[src/design/zx_defs.svh]
`ifndef ZX_DEFS_SVH
`define ZX_DEFS_SVH

////////////////////////////////////////////////////////////
// memory geometry
////////////////////////////////////////////////////////////

// word address into the 16-bit DRAM
`define DRAM_AW         16
// 8 pages of 16 KB
`define PAGE_W          3
// word offset inside one 16 KB window
`define WIN_OFS_W       13
`define NUM_WIN         4

////////////////////////////////////////////////////////////
// i/o ports and screens
////////////////////////////////////////////////////////////

// page port, a[15:14] picks the window
`define PORT_PAGE_LO    8'hF7
// screen port, data bit 3 picks the screen
`define PORT_SCR_LO     8'hFD
`define SCR0_PAGE       5
`define SCR1_PAGE       7

// video line timing and dram pipeline
`define LINE_CYCLES     64
`define FETCH_WORDS     8
`define LINES_PER_FRAME 4
`define RD_LAT          2

`endif

[src/design/zx_pkg.sv]
`include "zx_defs.svh"

package zx_pkg;

	typedef logic [7:0]              byte_t;
	typedef logic [15:0]             word_t;
	typedef logic [`PAGE_W-1:0]      page_t;
	typedef logic [`DRAM_AW-1:0]     word_addr_t;
	typedef logic [15:0]             zaddr_t;
	// bit 1 is the high byte lane
	typedef logic [1:0]              bsel_t;

	typedef enum logic {SRC_CPU, SRC_VIDEO} src_t;

	typedef enum logic [1:0] {
		CPU_IDLE,
		CPU_REQ,
		CPU_WAIT,
		CPU_DONE
	} cpu_state_t;

	// one page per cpu window
	typedef page_t [`NUM_WIN-1:0] page_map_t;

	typedef struct packed {
		logic       valid;
		logic       rnw;
		src_t       src;
		word_addr_t addr;
		bsel_t      bsel;
		word_t      wdata;
	} dram_req_t;

	typedef struct packed {
		logic  valid;
		src_t  src;
		word_t rdata;
	} dram_rsp_t;

endpackage

[src/design/port_regs.sv]
`include "zx_defs.svh"

module port_regs
	import zx_pkg::*;
(
	input  logic      fclk,
	input  logic      reset,
	input  zaddr_t    z_a,
	input  byte_t     z_din,
	input  logic      iorq_n,
	input  logic      rd_n,
	input  logic      wr_n,
	output page_map_t page_map,
	output logic      screen,
	output byte_t     io_dout,
	output logic      io_dout_en
);

	logic io_wr;
	logic io_wr_q;
	logic io_rd;
	logic page_hit;
	logic scr_hit;
	logic page_wr;
	logic scr_wr;

	assign io_wr    = ~iorq_n & ~wr_n;
	assign io_rd    = ~iorq_n & ~rd_n;
	assign page_hit = (z_a[7:0] == `PORT_PAGE_LO);
	assign scr_hit  = (z_a[7:0] == `PORT_SCR_LO);

	// one write per strobe on its leading edge
	assign page_wr = io_wr & ~io_wr_q & page_hit;
	assign scr_wr  = io_wr & ~io_wr_q & scr_hit;

	always_ff @(posedge fclk)
	begin
		if (reset)
		begin
			io_wr_q    <= 1'b0;
			screen     <= 1'b0;
			io_dout_en <= 1'b0;
			for (int i = 0; i < `NUM_WIN; i++)
				page_map[i] <= page_t'(i);
		end
		else
		begin
			io_wr_q    <= io_wr;
			io_dout_en <= io_rd & page_hit;
			if (page_wr)
				page_map[z_a[15:14]] <= z_din[`PAGE_W-1:0];
			if (scr_wr)
				screen <= z_din[3];
		end
	end

	// zero-extended page read-back
	always_ff @(posedge fclk)
	begin
		io_dout <= byte_t'(page_map[z_a[15:14]]);
	end

	a_port_excl: assert property (@(posedge fclk) disable iff (reset)
		page_wr |=> $stable(screen))
		else $error("page port write changed the screen bit");

endmodule

[config.mk]
export PLATFORM = sky130hd
export DESIGN_NAME = port_regs
export DESIGN_NICKNAME = d
export VERILOG_FILES = /design/src/design/zx_pkg.sv /design/src/design/port_regs.sv
export VERILOG_INCLUDE_DIRS = /design/src /design/src/design
export SDC_FILE = /design/constraint.sdc
export NUM_CORES = 1
export LEC_CHECK = 0
export BUFFER_PORTS_ARGS = -buffer_cell sky130_fd_sc_hd__buf_4
export CAP_MARGIN = 20
export CORE_UTILIZATION = 45
export CTS_BUF_LIST = sky130_fd_sc_hd__clkbuf_8 sky130_fd_sc_hd__clkbuf_16
export DETAILED_ROUTE_END_ITERATION = 16
export HOLD_SLACK_MARGIN = 0.1
export PLACE_DENSITY = 0.89
export RECOVER_POWER = 25
export SYNTH_ARGS = -nofsm -noshare
export SYNTH_HDL_FRONTEND = slang
export SYNTH_SLANG_ARGS = --single-unit
[constraint.sdc]
create_clock -name fclk -period 1.7 [get_ports fclk]
set_clock_uncertainty 0.05 [all_clocks]
set_input_delay 0.255 -clock fclk [delete_from_list [all_inputs] [get_ports fclk]]
set_output_delay 0.255 -clock fclk [all_outputs]
set_load 0.01 [all_outputs]
==> results.toml <==
[clocking]
clk_latency_ns = 0.25
cts_tree = "built"
htreeDepth = 1
cts_buffer_depth = 2
clkSinkCount = 18
cts_setup_buffers = 0
cts_made_buffers = 3
clock-root-buffer = "clkbuf_8"
clk_pin_slew_ns = 0.07

[timing]
whs_ns = 0.142
finalSetupViolations = 0
worst_slack_ns = 0.500
hold_viol_final = 0
fmax_mhz = 833
drv_slew = 0
slew_headroom_pct = 51.4
tightest_slew_ns = 0.728
period_minus_slack_ns = 1.20
fin_crit_sh_pct = 70.6
rsz0062_at_grt = "false"
setup_tns_ns = 0

[grt]
grt_pass1_vias = 657
grt_max_degree = 22
grt_pass1_wl_um = 2920
grt_util_all_layers_pct = 20.3
grt_remaining_overflow = 0
antenna_found_initial = 0

[floorplan]
num_io_pins = 51
rows = 15
die-width_um = 45.8
die_height_um = 45.8
die_area_sq_mm = 0.00210
start_util_pct = 49.0
core_sq_mm = 0.00176

[pwr]
peakVddDrop_v = 0.000520
p_leak_nw = 0.597
power.density_mw_per_mm2 = 742

[drt]
wirelength_um = 1870
drtIter0Drc = 15
wl_per_cell_um = 13.4
num_vias = 710
top_layer = "met4"
drcViolationCount = 0
dr_wl_met2_um = 997
met1_length_um = 742
drtPass1Iterations = 4
drt-vias-per-instance = 5.07
ant_nets = 0
wl_met3_um = 86

[finish]
antenna_cells = 0
drive_gt1_share_pct = 37.4
final_cell_count_no_fill = 140
syn_to_final_growth_pct = 35.3
final_nets = 145
final_cell_area_sq_mm = 0.00117

[place]
portBuffers = 35
place_inst = 135
gp_congestion = 0.683
place_area_sq_mm = 0.00112
place_hpwl_um = 1360
pre_cts_slack_ns = 0.430

[synthesis]
synth_xor_area_share_pct = 0
synth_compound_gate_area_share_pct = 0
synth.cell_area_sq_um = 865
syn_avg_cell_area_sq_um = 10.9
ys_types = 21
synthSimpleGateAreaFrac_pct = 29.2
ys_seq_area_share_pct = 41.7
synthAdderAreaFrac_pct = 0
synthMuxAreaShare_pct = 22.9
syn_inst = 79
synth_top_family_by_area = "simple AND/OR/NAND/NOR gates"
ys_ff_latch = 18
yosysWarnings = 0

[setup_path]
r2r_end = "page_map[2]"
rrSetupSlack_ns = 0.50
path_class = "reg -> reg"
cp-end-kind = "flop"
ff2ff_path_depth = 3
r2r-start = "io_wr_q"
start_kind = "flop"
cp.required_ns = 1.79
startpoint = "io_wr_q"
cp_max_fo = 5
cp.arrival_ns = 1.29

[hold_path]
hp-start = "wr_n"
holdPathEnd = "io_wr_q"
hold_class = "in -> reg"
worstHoldPathCells = 2

[run_status]
status = "finished, final reports clean"

[job]
cap_violations = 0
-- worst max-delay path by stage --
| stage | end | slack (ns) | depth (start not counted) |
|---|---|---|---|
| floorplan | page_map[10] | 0.63 | 3 |
| global placement | page_map[1] | 0.45 | 4 |
| detailed placement | page_map[9] | 0.43 | 4 |
| CTS | page_map[6] | 0.49 | 3 |
| global route | page_map[1] | 0.41 | 3 |
| finish | page_map[2] | 0.50 | 3 |
-- cell usage after synthesis --
master / number / share of area [%]
nand3_1: 1 / 0.58
and4_1: 1 / 1.0
and4b_2: 1 / 1.3
conb_1: 1 / 0.43
nor2_1: 7 / 3.0
mux2i_1: 13 / 15
nand4_2: 4 / 5.8
nor2b_1: 2 / 1.4
and2b_1: 1 / 0.87
mux4_2: 3 / 7.8
nand4_1: 1 / 0.72
and4b_1: 1 / 1.2
nor3_1: 1 / 0.58
buf_4: 5 / 4.3
nand2b_1: 13 / 9.4
clkbuf_1: 2 / 0.87
nor3_4: 1 / 1.9
and2_1: 1 / 0.72
nor4_1: 1 / 0.72
dfxtp_1: 18 / 42
buf_2: 1 / 0.58
-- where the power goes --
| group | switching (mW) | internal (mW) |
|---|---|---|
| Sequential | 0.00156 | 0.425 |
| Clock | 0.147 | 0.206 |
| Combinational | 0.0418 | 0.0469 |
-- timing repair --
| item | in CTS | in global routing |
|---|---|---|
| hold buffers | 0 | 1 |
| endpoints found under the hold margin | 0 | 1 |
| gates resized for setup | 0 | 0 |
| endpoints found under the setup margin | 0 | 0 |
-- final cells by class --
type | count | area (sq um)
multi-input cells | 57 | 469
fillers | 160 | 594
flip-flops and latches | 18 | 360
clock buffers | 4 | 55.1
repair buffers | 36 | 254
well taps | 25 | 31.3
-- kinds of logic after synthesis --
family	Yosys count
other cells	1
mux	16
buf+inv	8
flops	18
simple gates	36
-- state kept, by name, summed over array words and instances (netlist names) --
signal      count
io_wr_q         1
io_dout_en      1
io_dout         3
page_map       12
screen          1
-- stage by stage --
| stage | utilization (%) | power (mW) |
|---|---|---|
| after floorplan | - | 0.485 |
| after global placement | 63.7 | 0.522 |
| after detailed placement | 63.7 | 0.526 |
| after CTS | 66.8 | 0.873 |
| after global routing | 66.3 | 0.905 |
| final | 66.3 | 0.868 |
-- placed cells by master (no fill, tap or decap), drive strengths merged --
cell and instances:
and2 1, and2b 1, and4 1, and4b 2, buf 30, clkbuf 9, conb 5, dfxtp 18
dlygate4sd3 1, mux2i 13, mux4 3, nand2b 13, nand3 1, nand4 5, nor2 7, nor2b 2
nor3 2, nor4 1
-- worst max-delay path, cell delays in order (launching register included) --
cell and delay [ns]:
dfxtp_1 0.33, nor3_4 0.32, nand4_2 0.22, mux2i_1 0.17
-- metal layers --
layer	GRT usage, %	vias up
li1	-	343
met1	22.7	337
met2	35.4	25
met3	3.97	5
met4	11.8	0
met5	0	-
Power figures use the tool's default switching activity.
