===== src/design/zx_defs.svh =====
`ifndef ZX_DEFS_SVH
`define ZX_DEFS_SVH

////////////////////////////////////////////////////////////
// memory geometry
////////////////////////////////////////////////////////////

// word address into the 16-bit DRAM
`define DRAM_AW         16
// 8 pages of 16 KB
`define PAGE_W          3
// word offset inside one 16 KB window
`define WIN_OFS_W       13
`define NUM_WIN         4

////////////////////////////////////////////////////////////
// i/o ports and screens
////////////////////////////////////////////////////////////

// page port, a[15:14] picks the window
`define PORT_PAGE_LO    8'hF7
// screen port, data bit 3 picks the screen
`define PORT_SCR_LO     8'hFD
`define SCR0_PAGE       5
`define SCR1_PAGE       7

// video line timing and dram pipeline
`define LINE_CYCLES     64
`define FETCH_WORDS     8
`define LINES_PER_FRAME 4
`define RD_LAT          2

`endif


===== src/design/zx_pkg.sv =====
`include "zx_defs.svh"

package zx_pkg;

	typedef logic [7:0]              byte_t;
	typedef logic [15:0]             word_t;
	typedef logic [`PAGE_W-1:0]      page_t;
	typedef logic [`DRAM_AW-1:0]     word_addr_t;
	typedef logic [15:0]             zaddr_t;
	// bit 1 is the high byte lane
	typedef logic [1:0]              bsel_t;

	typedef enum logic {SRC_CPU, SRC_VIDEO} src_t;

	typedef enum logic [1:0] {
		CPU_IDLE,
		CPU_REQ,
		CPU_WAIT,
		CPU_DONE
	} cpu_state_t;

	// one page per cpu window
	typedef page_t [`NUM_WIN-1:0] page_map_t;

	typedef struct packed {
		logic       valid;
		logic       rnw;
		src_t       src;
		word_addr_t addr;
		bsel_t      bsel;
		word_t      wdata;
	} dram_req_t;

	typedef struct packed {
		logic  valid;
		src_t  src;
		word_t rdata;
	} dram_rsp_t;

endpackage


===== src/design/dram_arbiter.sv =====
module dram_arbiter
	import zx_pkg::*;
(
	input  logic      fclk,
	input  logic      reset,
	input  dram_req_t cpu_req,
	input  dram_req_t vid_req,
	output logic      cpu_gnt,
	output logic      vid_gnt,
	output dram_req_t dram_req,
	input  dram_rsp_t dram_rsp,
	output dram_rsp_t cpu_rsp,
	output dram_rsp_t vid_rsp
);

	logic [2:0] rd_cnt;
	logic       rd_acc;

	////////////////////////////////////////////////////////////
	// fixed priority grant with video first
	////////////////////////////////////////////////////////////

	assign vid_gnt = vid_req.valid;
	assign cpu_gnt = cpu_req.valid & ~vid_req.valid;

	// idle cpu request carries valid low when nobody asks
	assign dram_req = vid_req.valid ? vid_req : cpu_req;

	assign rd_acc = dram_req.valid & dram_req.rnw;

	////////////////////////////////////////////////////////////
	// response steering by src
	////////////////////////////////////////////////////////////

	always_comb
	begin
		cpu_rsp       = dram_rsp;
		vid_rsp       = dram_rsp;
		cpu_rsp.valid = dram_rsp.valid && (dram_rsp.src == SRC_CPU);
		vid_rsp.valid = dram_rsp.valid && (dram_rsp.src == SRC_VIDEO);
	end

	// reads in flight inside the dram pipeline
	always_ff @(posedge fclk)
	begin
		if (reset)
			rd_cnt <= '0;
		else
		begin
			case ({rd_acc, dram_rsp.valid})
				2'b10:
					rd_cnt <= rd_cnt + 3'd1;
				2'b01:
					rd_cnt <= rd_cnt - 3'd1;
				default:
					rd_cnt <= rd_cnt;
			endcase
		end
	end

	a_rsp_owed: assert property (@(posedge fclk) disable iff (reset)
		dram_rsp.valid |-> (rd_cnt != 3'd0))
		else $error("dram response with no read outstanding");

endmodule


===== config.mk =====
export PLATFORM = sky130hd
export DESIGN_NAME = dram_arbiter
export DESIGN_NICKNAME = d
export VERILOG_FILES = /design/src/design/zx_pkg.sv /design/src/design/dram_arbiter.sv
export VERILOG_INCLUDE_DIRS = /design/src /design/src/design
export SDC_FILE = /design/constraint.sdc
export NUM_CORES = 1
export LEC_CHECK = 0
export BUFFER_PORTS_ARGS = -buffer_cell sky130_fd_sc_hd__buf_4
export CORE_AREA = 2 2 65 67
export DETAILED_ROUTE_END_ITERATION = 10
export DIE_AREA = 0 0 67 69
export GPL_ROUTABILITY_DRIVEN = 1
export PLACE_DENSITY = 0.7
export SYNTH_ARGS = -nofsm -noshare
export SYNTH_HDL_FRONTEND = slang
export SYNTH_SLANG_ARGS = --single-unit
export TNS_END_PERCENT = 10

===== constraint.sdc =====
create_clock -name vclk -period 1.2
set_clock_uncertainty 0.1 [all_clocks]
set_input_delay 0.06 -clock vclk [all_inputs]
set_output_delay 0.06 -clock vclk [all_outputs]
set_load 0.02 [all_outputs]

==> impl_metrics.yaml, run 1 <==
layout:
  syn_to_final_growth_pct: 82.3
  n_fill_cell: 411
  nClkBuffers: 0
  drive_gt1_share_pct: 98.1
  nFlopsAndLatches: 0
  diodes: 0
  finalCoreUtilization_pct: 37.2
  layout_commonest_cell: "buf_4"
  most-common-layout-cells: "118 x buf_4, 18 x mux2_4, 18 x mux2_2"
  instances_no_fill: 209
  seqCellArea_um2: 0
  fin_nets: 255
worst_setup_path:
  arrival_ns: 0.95
  critPathMaxFanout: 39
  cp_slowest_cell: "mux2_2"
  cpPeakStageDelay_ns: 0.38
  timing_worst_setup_path_type: "input pin to primary output"
  start_kind: "input pin"
  end_kind: "primary output"
  crit_chain: "buf_6, mux2_2, buf_4"
  crit_required_ns: 1.04
  cp-startpoint: "vid_req[36]"
sta:
  min_period_over_period_pct: 92.6
  slew_headroom_pct: 73.0
  layout_setup_ws_ns: 0.0888
  fmax_mhz: 900
  tightest_slew_ns: 0.406
  setup_viol: 0
  rsz0062_at_grt: "false"
  maxSlewViolCount: 0
  hold_viol: 0
  fin_crit_ns: 1.11
  tns_ns: 0
route:
  drc: 0
  drt-initial-drc-count: 14
  vias_per_cell: 3.98
  drt_wl_total_mm: 2.44
  vias: 831
  dr.pass1.iters: 2
  antenna_left: 0
  wl_per_cell_um: 11.7
cts:
  postCtsSetupRepairBufs: 0
  cts_resized: 1
  cts_hold_buf: 0
grt:
  grt_max_degree: 40
  track_usage_pct: 8.37
  overflow: 0
  antenna_found_initial: 0
  grt_first_pass_wirelength_mm: 3.28
  grt_pass1_vias: 781
floorplan:
  fp.dieW_um: 67
  io_pins: 169
  die_area_um2: 4620
  die_height_um: 69
  start_util_pct: 20.4
  core_area_um2: 3910
  row_count: 23
synthesis:
  synth.avg_cell_area_um2: 10.1
  synth-warning-count: 0
  synth_cells: 79
  synth.distinct_cells: 8
  syn-num-nets: 173
  synth-seq-area-share_pct: 0
  syn_area_um2: 800
hold_path:
  worstHoldStart: "dram_rsp[14]"
  hp-class: "input pin to primary output"
power:
  power_switching_uw: 262
  irDropWorstVdd_uv: 125
  p_sw_share_pct: 39.5
  internal_power_uw: 401
  p_leak_uw: 0.000801
  seqPwrFrac_pct: 0
  powerDensity_nw_per_um2: 454
  power_uw: 662
  p_comb_share_pct: 100.0
  pwr-share-clk_pct: 0
placed_design:
  io_buffers: 119
  routabilityCongestion: 0.624
  dp_slack_ns: -0.0534
  hpwl_mm: 2.17
  dpl.cell_count: 209
status:
  status: "finished clean"
run:
  drv_cap: 0
==> through the flow <==
stage	hold WS, ns	cell area, um2
finish	0.0200	1460
global placement	0.0202	1450
floorplan	0.0981	800
CTS	0.0202	1460
detailed placement	0.0202	1450
global route	0.0200	1460
==> worst paths after layout <==
path / cells past startpoint / end
worst max-delay path: 3 / dram_req[6]
worst min-delay path: 0 / cpu_rsp[14]
==> cell usage after synthesis <==
cell	number	share of area (%)
and2_1	1	0.78
mux2_2	18	25
nor2b_1	2	1.6
mux2_4	18	34
or2_2	1	0.78
buf_2	1	0.63
buf_6	3	4.2
buf_4	35	33
==> layout make-up <==
class              count  area [um2]  area share [%]
multi-input cells     40         498            34.2
repair buffers       119         897            61.5
well taps             50        62.6            4.29
==> cells by family (layout without fill, tap and decap cells) <==
| logic type | count (synthesis) | in the layout | synth area share, % |
|---|---|---|---|
| multiplexers | 36 | 36 | 59.2 |
| AND/OR/NAND/NOR | 4 | 4 | 3.13 |
| buffers and inverters | 39 | 119 | 37.7 |
==> worst max-delay path: cells and delay by family <==
| family | cells | cell delay (ns) |
|---|---|---|
| muxes | 1 | 0.38 |
| buffers and inverters | 2 | 0.49 |
==> routing by layer <==
layer / global-route usage, % / vias to the layer above / routed length, um
li1: - / 396 / -
met5: 0 / - / 0
met4: 0.454 / 0 / 0
met1: 7.28 / 362 / 693
met2: 17.8 / 73 / 1270
met3: 2.94 / 0 / 478
==> power by group through the flow <==
stage          clock [uW]  combinational [uW]  sequential (uW)
6_report                0                 662                0
5_1_grt                 0                 698                0
4_1_cts                 0                 669                0
3_5_place_dp            0                 667                0
3_3_place_gp            0                 659                0
2_1_floorplan           0                 486                0
No activity file was read; power rests on OpenSTA's default activity.
==> inputs of run 2 (changes only) <==
--- a/config.mk
+++ b/config.mk
@@ -7,11 +7,11 @@
 export NUM_CORES = 1
 export LEC_CHECK = 0
 export BUFFER_PORTS_ARGS = -buffer_cell sky130_fd_sc_hd__buf_4
-export CORE_AREA = 2 2 65 67
+export CORE_AREA = 2 2 66 68
 export DETAILED_ROUTE_END_ITERATION = 10
-export DIE_AREA = 0 0 67 69
+export DIE_AREA = 0 0 68 70
 export GPL_ROUTABILITY_DRIVEN = 1
-export PLACE_DENSITY = 0.7
+export PLACE_DENSITY = 0.71
 export SYNTH_ARGS = -nofsm -noshare
 export SYNTH_HDL_FRONTEND = slang
 export SYNTH_SLANG_ARGS = --single-unit
==> constraint.sdc (replaced) <==
create_clock -name vclk -period 1
set_clock_uncertainty 0.1 [all_clocks]
set_input_delay 0.05 -clock vclk [all_inputs]
set_output_delay 0.05 -clock vclk [all_outputs]
set_load 0.02 [all_outputs]
==> impl_metrics.yaml, run 2 (synthesis gave the netlist of run 1 again) <==
worst_setup_path:
  worst-path-stages: 3
  crit_required_ns: 0.85
  crit_chain: "buf_12, mux2_2, buf_4"
  timing_worst_setup_path_type: "input pin to primary output"
  cpPeakStageDelay_ns: 0.36
  arrival_ns: 0.81
  start_kind: "input pin"
  cp_slowest_cell: "mux2_2"
  end_kind: "primary output"
  crit_family: "buffers and inverters"
  crit_buf_inv: 2
  critPathMaxFanout: 39
power:
  irDropWorstVdd_uv: 140
  p_leak_uw: 0.000805
  powerDensity_nw_per_um2: 544
layout:
  finalCoreUtilization_pct: 35.4
  final_cell_area_um2: 1470
  fin_nets: 255
  seqCellArea_um2: 0
  instances_no_fill: 211
  layout_commonest_cell: "buf_4"
  nClkBuffers: 0
  syn_to_final_growth_pct: 83.7
  diodes: 0
  nFlopsAndLatches: 0
  drive_gt1_share_pct: 98.1
  most-common-layout-cells: "118 x buf_4, 18 x mux2_4, 18 x mux2_2"
placed_design:
  dpl.cell_count: 211
  io_buffers: 119
  routabilityCongestion: 0.650
  dpl_cell_area_um2: 1460
grt:
  use_met3_pct: 3.38
  grt_pass1_vias: 806
  grt_max_degree: 40
  use_met1_pct: 7.32
  overflow: 0
  antenna_found_initial: 0
  track_usage_pct: 8.67
  grt_first_pass_wirelength_mm: 3.36
  use_met2_pct: 18.2
  busiest_layer: "met2"
floorplan:
  row_count: 24
  die_height_um: 70
  start_util_pct: 19.3
  die_area_um2: 4760
  fp.dieW_um: 68
  io_pins: 169
  core_area_um2: 4140
sta:
  rsz0062_at_grt: "false"
  slew_headroom_pct: 83.9
  maxSlewViolCount: 0
  tightest_slew_ns: 0.242
  hold_viol: 0
  fmax_mhz: 1040
  tns_ns: 0
  hold-worst-slack_ns: 0.0000113
  fin_crit_ns: 0.961
  setup_viol: 0
  min_period_over_period_pct: 96.1
route:
  vias_per_cell: 3.96
  antenna_left: 0
  drt_wl_total_mm: 2.48
  drc: 0
  vias: 835
  drt-initial-drc-count: 7
  wl_per_cell_um: 11.8
  dr.pass1.iters: 2
run:
  drv_cap: 0
cts:
  cts_hold_buf: 0
status:
  status: "finished clean"
hold_path:
  hp-class: "input pin to primary output"
  hold_depth: 0
==> run 2: cell type report <==
cell class,count,area (um2)
well taps,52,65.1
fillers,427,2680
repair buffers,119,906
multi-input cells,40,498
==> run 2: through the flow <==
step                      worst slack, ns  total power [uW]
after global routing               0.0119               847
after CTS                          0.0388               810
final                              0.0392               799
after detailed placement           -0.240               803
after global placement             -0.228               796
after floorplan                     0.175               583
==> run 2: where the power goes <==
group	total (uW)	switching, uW	internal, uW	leakage, uW
Clock	0	0	0	0
Combinational	799	314	485	0.000805
Sequential	0	0	0	0
==> run 2: timing repair <==
action	in CTS	in global routing
buffers inserted	0	0
gates resized for setup	3	0
endpoints found under the setup margin	37	0
==> run 2: metal layers <==
layer,vias up,share of wire (%)
met1,355,27
met4,0,0.36
li1,394,-
met2,84,52
met3,2,20
met5,-,0
==> run 2: worst paths after layout <==
path / slack [ns] / start / to
setup / recovery: 0.04 / vid_req[36] / dram_req[6]
hold / removal: 0.00001 / dram_rsp[9] / cpu_rsp[9]
