[config.mk]
export PLATFORM = sky130hd
export DESIGN_NAME = cpu_mem
export DESIGN_NICKNAME = d
export VERILOG_FILES = /design/src/design/zx_pkg.sv /design/src/design/cpu_mem.sv
export VERILOG_INCLUDE_DIRS = /design/src /design/src/design
export SDC_FILE = /design/constraint.sdc
export NUM_CORES = 1
export LEC_CHECK = 0
export ABC_CLOCK_PERIOD_IN_PS = 4350
export BUFFER_PORTS_ARGS = -buffer_cell sky130_fd_sc_hd__buf_2
export CAP_MARGIN = 20
export CELL_PAD_IN_SITES_DETAIL_PLACEMENT = 1
export CELL_PAD_IN_SITES_GLOBAL_PLACEMENT = 2
export CORE_ASPECT_RATIO = 0.5
export CORE_MARGIN = 2
export CORE_UTILIZATION = 27
export DETAILED_ROUTE_END_ITERATION = 12
export PLACE_DENSITY = 0.95
export SLEW_MARGIN = 5
export SYNTH_ARGS = -nofsm -noshare
export SYNTH_HDL_FRONTEND = slang
export SYNTH_SLANG_ARGS = --single-unit
export TNS_END_PERCENT = 50
[constraint.sdc]
create_clock -name fclk -period 4.35 [get_ports fclk]
set_input_delay 0 -clock fclk [delete_from_list [all_inputs] [get_ports fclk]]
set_output_delay 0 -clock fclk [all_outputs]
set_load 0.005 [all_outputs]
[src/design/zx_defs.svh]
`ifndef ZX_DEFS_SVH
`define ZX_DEFS_SVH

////////////////////////////////////////////////////////////
// memory geometry
////////////////////////////////////////////////////////////

// word address into the 16-bit DRAM
`define DRAM_AW         16
// 8 pages of 16 KB
`define PAGE_W          3
// word offset inside one 16 KB window
`define WIN_OFS_W       13
`define NUM_WIN         4

////////////////////////////////////////////////////////////
// i/o ports and screens
////////////////////////////////////////////////////////////

// page port, a[15:14] picks the window
`define PORT_PAGE_LO    8'hF7
// screen port, data bit 3 picks the screen
`define PORT_SCR_LO     8'hFD
`define SCR0_PAGE       5
`define SCR1_PAGE       7

// video line timing and dram pipeline
`define LINE_CYCLES     64
`define FETCH_WORDS     8
`define LINES_PER_FRAME 4
`define RD_LAT          2

`endif

[src/design/zx_pkg.sv]
`include "zx_defs.svh"

package zx_pkg;

	typedef logic [7:0]              byte_t;
	typedef logic [15:0]             word_t;
	typedef logic [`PAGE_W-1:0]      page_t;
	typedef logic [`DRAM_AW-1:0]     word_addr_t;
	typedef logic [15:0]             zaddr_t;
	// bit 1 is the high byte lane
	typedef logic [1:0]              bsel_t;

	typedef enum logic {SRC_CPU, SRC_VIDEO} src_t;

	typedef enum logic [1:0] {
		CPU_IDLE,
		CPU_REQ,
		CPU_WAIT,
		CPU_DONE
	} cpu_state_t;

	// one page per cpu window
	typedef page_t [`NUM_WIN-1:0] page_map_t;

	typedef struct packed {
		logic       valid;
		logic       rnw;
		src_t       src;
		word_addr_t addr;
		bsel_t      bsel;
		word_t      wdata;
	} dram_req_t;

	typedef struct packed {
		logic  valid;
		src_t  src;
		word_t rdata;
	} dram_rsp_t;

endpackage

[src/design/cpu_mem.sv]
`include "zx_defs.svh"

module cpu_mem
	import zx_pkg::*;
(
	input  logic      fclk,
	input  logic      reset,
	input  zaddr_t    z_a,
	input  byte_t     z_din,
	input  logic      mreq_n,
	input  logic      rd_n,
	input  logic      wr_n,
	input  page_map_t page_map,
	output dram_req_t cpu_req,
	input  logic      cpu_gnt,
	input  dram_rsp_t cpu_rsp,
	output logic      wait_n,
	output byte_t     mem_dout,
	output logic      mem_dout_en
);

	cpu_state_t state;
	logic       mem_rd;
	logic       mem_wr;
	page_t      win_page;
	logic       req_rnw;
	word_addr_t req_addr;
	bsel_t      req_bsel;
	byte_t      req_wbyte;

	assign mem_rd   = ~mreq_n & ~rd_n;
	assign mem_wr   = ~mreq_n & ~wr_n;
	assign win_page = page_map[z_a[15:14]];

	always_comb
	begin
		cpu_req.valid = (state == CPU_REQ);
		cpu_req.rnw   = req_rnw;
		cpu_req.src   = SRC_CPU;
		cpu_req.addr  = req_addr;
		cpu_req.bsel  = req_bsel;
		// same byte on both lanes, bsel picks
		cpu_req.wdata = {req_wbyte, req_wbyte};
	end

	////////////////////////////////////////////////////////////
	// access FSM
	////////////////////////////////////////////////////////////

	always_ff @(posedge fclk)
	begin
		if (reset)
		begin
			state       <= CPU_IDLE;
			wait_n      <= 1'b1;
			mem_dout_en <= 1'b0;
		end
		else
		begin
			case (state)
				CPU_IDLE:
					if (mem_rd | mem_wr)
					begin
						state  <= CPU_REQ;
						wait_n <= 1'b0;
					end
				CPU_REQ:
					if (cpu_gnt)
					begin
						state  <= req_rnw ? CPU_WAIT : CPU_DONE;
						wait_n <= ~req_rnw;
					end
				CPU_WAIT:
					if (cpu_rsp.valid)
					begin
						state       <= CPU_DONE;
						wait_n      <= 1'b1;
						mem_dout_en <= 1'b1;
					end
				// hold until strobes go high
				CPU_DONE:
					if (!(mem_rd | mem_wr))
					begin
						state       <= CPU_IDLE;
						mem_dout_en <= 1'b0;
					end
				default:
					state <= CPU_IDLE;
			endcase
		end
	end

	always_ff @(posedge fclk)
	begin
		if (state == CPU_IDLE)
		begin
			req_rnw   <= mem_rd;
			req_addr  <= {win_page, z_a[`WIN_OFS_W:1]};
			req_bsel  <= z_a[0] ? 2'b10 : 2'b01;
			req_wbyte <= z_din;
		end
		if (state == CPU_WAIT && cpu_rsp.valid)
			mem_dout <= req_bsel[1] ? cpu_rsp.rdata[15:8] : cpu_rsp.rdata[7:0];
	end

	a_req_stable: assert property (@(posedge fclk) disable iff (reset)
		cpu_req.valid && !cpu_gnt |=> $stable(cpu_req))
		else $error("cpu request changed before grant");

endmodule

==> flow_summary.json, run 1 <==
{
  "status": "complete, but fails checks",
  "violations": "design-rule violations",
  "final_common_cell": "buf_2",
  "fin_area_mm2": 0.00251,
  "start_util": 0.286,
  "crit_required_ps": 4510,
  "crit_path_start": "state[0]$_SDFFE_PP0P_",
  "slew_violations": 0,
  "yosysTopAreaCellShare": 0.655,
  "cp.depth": 6,
  "numCtsBuffers": 5,
  "cp_slowest_cell": "dfxtp_1",
  "core_area_mm2": 0.00561,
  "timing.rr.start": "state[0]$_SDFFE_PP0P_",
  "crit_path_start_kind": "register",
  "clock.fmax_mhz": 559,
  "hold_viol_final": 0,
  "finalSetupViolCount": 0,
  "path_class": "reg -> reg",
  "maxCapViolations": 0,
  "ff2ff_setup_slack_ps": 2560,
  "die_x_um": 113,
  "yosys_warnings": 0,
  "grt_pass1_wl_um": 8130,
  "synth_area_mm2": 0.00161,
  "synth-seq-cells": 39,
  "dpl.hpwl_um": 3530,
  "diodes": 0,
  "dieArea_mm2": 0.00662,
  "finalWirelength_um": 5480,
  "avgSynthCellArea_um2": 16.9,
  "r2r-end": "state[0]$_SDFFE_PP0P_",
  "antenna_found_initial": 0,
  "ctsLongestPathBuffers": 2,
  "drc": 2,
  "yosysUniqueCellTypes": 24,
  "insertion_delay_ps": 290,
  "worst_slack_ps": 2560,
  "ctsResizeCount": 0,
  "critical_path_arrival_ps": 1950,
  "path_max_fanout": 6,
  "dr.first_iter.drc_count": 51,
  "syn_inst": 95,
  "vdd_drop_max_mv": 0.181,
  "dpl_cell_area_mm2": 0.00215,
  "num_io_pins": 107,
  "dr.pass1.iters": 8,
  "vias": 1278,
  "grtUsageTotal": 0.169,
  "area_delta_synth_final_pct": 56.5,
  "setup.worst_path.end_class": "register",
  "path_clk_slew_ps": 60,
  "finalNetCount": 285,
  "crit_end": "state[0]$_SDFFE_PP0P_",
  "fin_crit_sh": 0.411,
  "reg2reg_depth": 6,
  "fin_worst_skew_ps": 7.10,
  "cts_tree": "built",
  "rows": 19,
  "port_buffers": 104,
  "numClockSinks": 39,
  "yosysSeqAreaShare": 0.705,
  "place.gp.congestion": 0.800,
  "tns_ps": 0,
  "drive_above_1_share": 0.555,
  "grt_start_max_net_pins": 28,
  "min_path_type": "in -> reg",
  "ant_nets": 0,
  "critPathTopFamily": "compound AO/OA/AOI/OAI gates",
  "final_cell_mix": "buf_2, edfxtp_1, dlygate4sd3_1",
  "grt_pass1_vias": 1417,
  "synthesis.nets": 161,
  "h-tree-depth": 2,
  "cts_root_buffer": "clkbuf_16",
  "power_leakage_uw": 0.00112,
  "rsz0062_at_grt": "false",
  "finalCriticalPeriod_ps": 1790,
  "synth_area_leaders": "edfxtp_1, mux2_2, dfxtp_1, buf_4, ha_1",
  "dieHeight_um": 58.5,
  "power_density_mw_per_mm2": 565,
  "yosysTopAreaCell": "edfxtp_1",
  "dp_slack_ps": 2640,
  "cp_num_buf_inv": 1,
  "critPathMaxStageDelay_ps": 410,
  "fill_cells": 612,
  "path_cells": "inv_1 > ha_1 > nor2b_4 > a221o_1 > o211ai_1 > o31ai_1",
  "route.detailed.wl_per_inst_um": 18.7,
  "overflow": 0,
  "via_per_inst": 4.36
}
-- how the worst min path moves through the flow --
stage	start	endpoint	slack [ps]	cells after the start
floorplan	reset	mem_dout_en$_SDFFE_PP0P_	70	1
global placement	z_din[5]	req_wbyte[5]$_DFFE_PN_	180	1
detailed placement	z_din[7]	req_wbyte[7]$_DFFE_PN_	180	1
CTS	rd_n	req_rnw$_DFFE_PN_	6	2
global route	rd_n	req_rnw$_DFFE_PN_	10	2
finish	cpu_rsp[9]	mem_dout[1]$_DFFE_PP_	7	2
-- registers in the layout (all words and copies together) (netlist names) --
signal and cells:
req_wbyte 8, state 2, wait_n 1, mem_dout 8, req_bsel 2, req_rnw 1
mem_dout_en 1, req_addr 16
-- worst register-to-register path, delay by kind of cell (launching register included) --
kind	cells	cell delay, ps
flip-flops	1	410
AND/OR/NAND/NOR	1	150
AO/OA/AOI/OAI	3	700
adder cells (fa/ha/maj)	1	290
buffers and inverters	1	120
-- repair_timing --
item | in CTS | in global routing
endpoints found under the hold margin | 25 | 0
hold buffers | 23 | 0
buffers inserted | 0 | 0
-- cells by family after synthesis --
logic type	after synthesis	synth area share
flip-flops	39	0.705
buffers and inverters	18	0.0655
AO/OA/AOI/OAI	12	0.0546
multiplexers	11	0.0982
AND/OR/NAND/NOR	8	0.0281
adder cells (fa/ha/maj)	6	0.0468
other	1	0.00234
-- cells in the mapped netlist --
master    count
o21ai_1       1
o31ai_1       2
edfxtp_1     35
mux4_2        3
nor2_1        4
ha_1          6
o211ai_1      2
a21o_1        1
conb_1        1
inv_1         7
mux2_2        8
a221o_1       1
and2_1        1
o311ai_1      1
a21oi_1       1
buf_4        10
a22oi_1       1
nor2b_4       1
clkbuf_1      1
nand2_1       1
nor2b_1       1
dfxtp_1       4
o21ai_0       1
o41ai_1       1
-- where the power goes --
group	switching (uW)	internal (uW)	total [uW]
Combinational	231	192	423
Sequential	66.1	575	641
Clock	147	209	356
-- layout make-up --
class                   count  area, um2  share of cell area
flip-flops and latches     39       1130               0.450
repair buffers            128        758               0.302
multi-input cells          38        369               0.147
clock buffers               6        129              0.0513
well taps                  73       91.3              0.0364
inverters                   7       26.3              0.0105
clock inverters             2       7.51             0.00299
-- per-stage QoR --
step                std cells   util  total power [uW]  hold WS, ps
floorplan                  95      -               845         72.4
global placement          262  0.382              1000          177
detailed placement        262  0.382              1030          179
CTS                       293  0.448              1410         6.03
global route              293  0.448              1490         14.9
finish                    293  0.448              1420         6.90
-- routing by layer --
metal / share of wire / vias up / wire length, um / track usage
met1: 0.39 / 638 / 2120 / 0.186
met3: 0.034 / 12 / 187 / 0.0299
met5: 0 / - / 0 / 0
met2: 0.56 / 36 / 3060 / 0.332
met4: 0.020 / 0 / 108 / 0.0645
li1: - / 592 / - / -
No activity file was read; power rests on OpenSTA's default activity.
==> run 2: changes to the inputs <==
--- a/config.mk
+++ b/config.mk
@@ -6,16 +6,17 @@
 export SDC_FILE = /design/constraint.sdc
 export NUM_CORES = 1
 export LEC_CHECK = 0
-export ABC_CLOCK_PERIOD_IN_PS = 4350
+export ABC_AREA = 1
+export ABC_CLOCK_PERIOD_IN_PS = 1850
 export BUFFER_PORTS_ARGS = -buffer_cell sky130_fd_sc_hd__buf_2
 export CAP_MARGIN = 20
 export CELL_PAD_IN_SITES_DETAIL_PLACEMENT = 1
 export CELL_PAD_IN_SITES_GLOBAL_PLACEMENT = 2
 export CORE_ASPECT_RATIO = 0.5
 export CORE_MARGIN = 2
-export CORE_UTILIZATION = 27
+export CORE_UTILIZATION = 24
 export DETAILED_ROUTE_END_ITERATION = 12
-export PLACE_DENSITY = 0.95
+export PLACE_DENSITY = 0.9
 export SLEW_MARGIN = 5
 export SYNTH_ARGS = -nofsm -noshare
 export SYNTH_HDL_FRONTEND = slang
==> constraint.sdc (replaced) <==
create_clock -name fclk -period 1.85 [get_ports fclk]
set_input_delay 0 -clock fclk [delete_from_list [all_inputs] [get_ports fclk]]
set_output_delay 0 -clock fclk [all_outputs]
set_load 0.005 [all_outputs]
==> run 2 against run 1 <==
Against the previous run:
- via count rose by 10%
- power rose by 150%
- combinational power rose to 2.8 times the previous value
- wire length fell by 12%
- sequential power rose by 140%
- synthesized cell count rose by 36%
- clock skew fell by 1.1 ps
- count of clock-buffer cells in the layout fell by 1
- highest routed layer unchanged
- largest power group unchanged
- non-clock buffer count rose by 1
- the run now ends clean
- setup slack got worse by 2200 ps
- global-route usage fell by 4.5 points
- largest cell class unchanged
==> flow_summary.json, run 2 <==
{
  "yosysSeqAreaShare": 0.678,
  "finalWirelength_um": 4800,
  "crit_end": "state[1]$_SDFFE_PP0P_",
  "h-tree-depth": 2,
  "multiInputGateArea_um2": 397,
  "fin_worst_skew_ps": 5.99,
  "avgSynthCellArea_um2": 12.9,
  "regMostFlops": "req_addr",
  "grt_start_max_net_pins": 22,
  "async_flop_share": 0,
  "area_delta_synth_final_pct": 56.4,
  "setup.worst_path.end_class": "register",
  "power_density_mw_per_mm2": 1350,
  "diodes": 0,
  "crit_path_start": "state[0]$_SDFFE_PP0P_",
  "cts_root_buffer": "clkbuf_16",
  "synth_most_common_cell": "edfxtp_1",
  "grtUsageTotal": 0.124,
  "path_clk_slew_ps": 60,
  "status": "finished, final reports clean",
  "antenna_found_initial": 0,
  "largestRegisters": "req_addr: 16 flops, mem_dout: 8 flops, req_wbyte: 8 flops",
  "finalSetupViolCount": 0,
  "synth_area_mm2": 0.00167,
  "vias": 1411,
  "largest_register_ffs": 16,
  "slew_violations": 0,
  "dpl_cell_area_mm2": 0.00224,
  "dr.first_iter.drc_count": 30,
  "yosysTopAreaCell": "edfxtp_1",
  "synth_ff_type": "edfxtp_1",
  "power_leakage_uw": 0.00121,
  "final_core_util": 0.389,
  "reg2reg_depth": 9,
  "final_cell_mix": "buf_2, edfxtp_1, dlygate4sd3_1",
  "die_x_um": 122,
  "finalNetCount": 320,
  "yosysUniqueCellTypes": 18,
  "fin_area_mm2": 0.00261,
  "synth_edf_count": 35,
  "start_util": 0.249,
  "synth_area_leaders": "edfxtp_1, mux2_2, dfxtp_1, buf_4, ha_1",
  "via_per_inst": 4.07,
  "drive_above_1_share": 0.490,
  "yosysTopAreaCellShare": 0.630,
  "overflow": 0,
  "path_max_fanout": 9,
  "numClockSinks": 39,
  "tns_ps": 0,
  "grt_pass1_vias": 1505,
  "final_common_cell": "buf_2",
  "numCtsBuffers": 5,
  "path_class": "reg -> reg",
  "route.detailed.wl_per_inst_um": 13.8,
  "ctsLongestPathBuffers": 2,
  "num_io_pins": 107,
  "dieHeight_um": 62.9,
  "syn_inst": 129,
  "insertion_delay_ps": 280,
  "clock.fmax_mhz": 692,
  "critical_path_arrival_ps": 1610,
  "vdd_drop_max_mv": 0.416,
  "cts_tree": "built",
  "ant_nets": 0,
  "ff2ff_setup_slack_ps": 410,
  "dpl.hpwl_um": 3550,
  "dr.pass1.iters": 4,
  "crit_required_ps": 2020,
  "min_path_type": "in -> reg",
  "fill_cells": 780,
  "drc": 0,
  "finalCriticalPeriod_ps": 1440,
  "crit_path_start_kind": "register",
  "place.gp.congestion": 0.731,
  "core_area_mm2": 0.00670,
  "grt_pass1_wl_um": 7380,
  "synth_common_cells": "edfxtp_1, inv_1, nand2_1",
  "synthesis.nets": 195,
  "fin_crit_sh": 0.781,
  "rows": 21,
  "synth-seq-cells": 39,
  "timing.rr.start": "state[0]$_SDFFE_PP0P_",
  "dieArea_mm2": 0.00767,
  "yosys_warnings": 0,
  "port_buffers": 104,
  "r2r-end": "state[1]$_SDFFE_PP0P_",
  "area.sequential_mm2": 0.00113,
  "maxCapViolations": 0,
  "hold_viol_final": 0,
  "rsz0062_at_grt": "false"
}
run 2: cell types whose count changed in the layout (fill, tap and decap cells not counted), moves of 4 or more:
cell     delta
nand3_1     +6
nand2_1    +10
o21ai_0     +6
inv_1       +8
a21oi_1     +4
nand2_2     +4
nor2_1      +6
run 2: repair_timing:
action	in CTS	in global routing
resized for setup	0	0
setup endpoints to repair	0	0
endpoints found under the hold margin	25	0
buffers inserted	0	0
hold buffers	23	0
run 2: final cells by class:
| cell class | count | share of cell area |
|---|---|---|
| Clock buffer | 5 | 0.0480 |
| Clock inverter | 3 | 0.00576 |
| Inverter | 16 | 0.0230 |
| Multi-Input combinational cell | 63 | 0.152 |
| Sequential cell | 39 | 0.434 |
| Tap cell | 92 | 0.0441 |
| Timing Repair Buffer | 129 | 0.294 |
run 2: report_power, final:
part | total [uW] | internal (uW) | switching, uW
combinational | 1170 | 519 | 651
sequential | 1530 | 1380 | 146
clock | 819 | 490 | 329
total | 3520 | 2390 | 1130
run 2: kinds of logic after synthesis:
| kind of cell | Yosys count | synth area share |
|---|---|---|
| mux | 8 | 0.0540 |
| compound gates | 17 | 0.0563 |
| fa+ha+maj | 6 | 0.0450 |
| flops | 39 | 0.678 |
| buf+inv | 27 | 0.0840 |
| simple gates | 31 | 0.0803 |
| other cells | 1 | 0.00225 |
run 2: worst min-delay path by stage:
stage / depth (start not counted) / end / start
6_report: 2 / req_rnw$_DFFE_PN_ / rd_n
5_1_grt: 2 / req_rnw$_DFFE_PN_ / rd_n
4_1_cts: 2 / req_rnw$_DFFE_PN_ / rd_n
3_5_place_dp: 1 / req_wbyte[3]$_DFFE_PN_ / z_din[3]
3_3_place_gp: 1 / req_addr[5]$_DFFE_PN_ / z_a[6]
2_1_floorplan: 1 / mem_dout_en$_SDFFE_PP0P_ / reset
run 2: routing by layer:
layer  routed length, um  vias to the layer above  global-route usage
li1                    -                      681                   -
met1                1730                      692               0.128
met2                2850                       30               0.254
met3                 127                        8              0.0119
met4                  89                        0              0.0460
met5                   0                        -                   0
run 2: critical path: stages (launching register included):
cell	delay (ps)
dfxtp_1	410
inv_1	110
ha_1	230
buf_4	180
inv_1	60
nand2_1	60
nand2_2	90
nand3_1	90
nand2_1	70
nor2_1	40
run 2: metrics by stage:
| step | setup slack [ps] | instances | total power [uW] | hold slack, ps |
|---|---|---|---|---|
| 2_1_floorplan | 120 | 129 | 2170 | 69.1 |
| 3_3_place_gp | 483 | 316 | 2600 | 178 |
| 3_5_place_dp | 415 | 316 | 2670 | 178 |
| 4_1_cts | 403 | 347 | 3530 | 9.27 |
| 5_1_grt | 266 | 347 | 3740 | 12.3 |
| 6_report | 405 | 347 | 3520 | 14.2 |
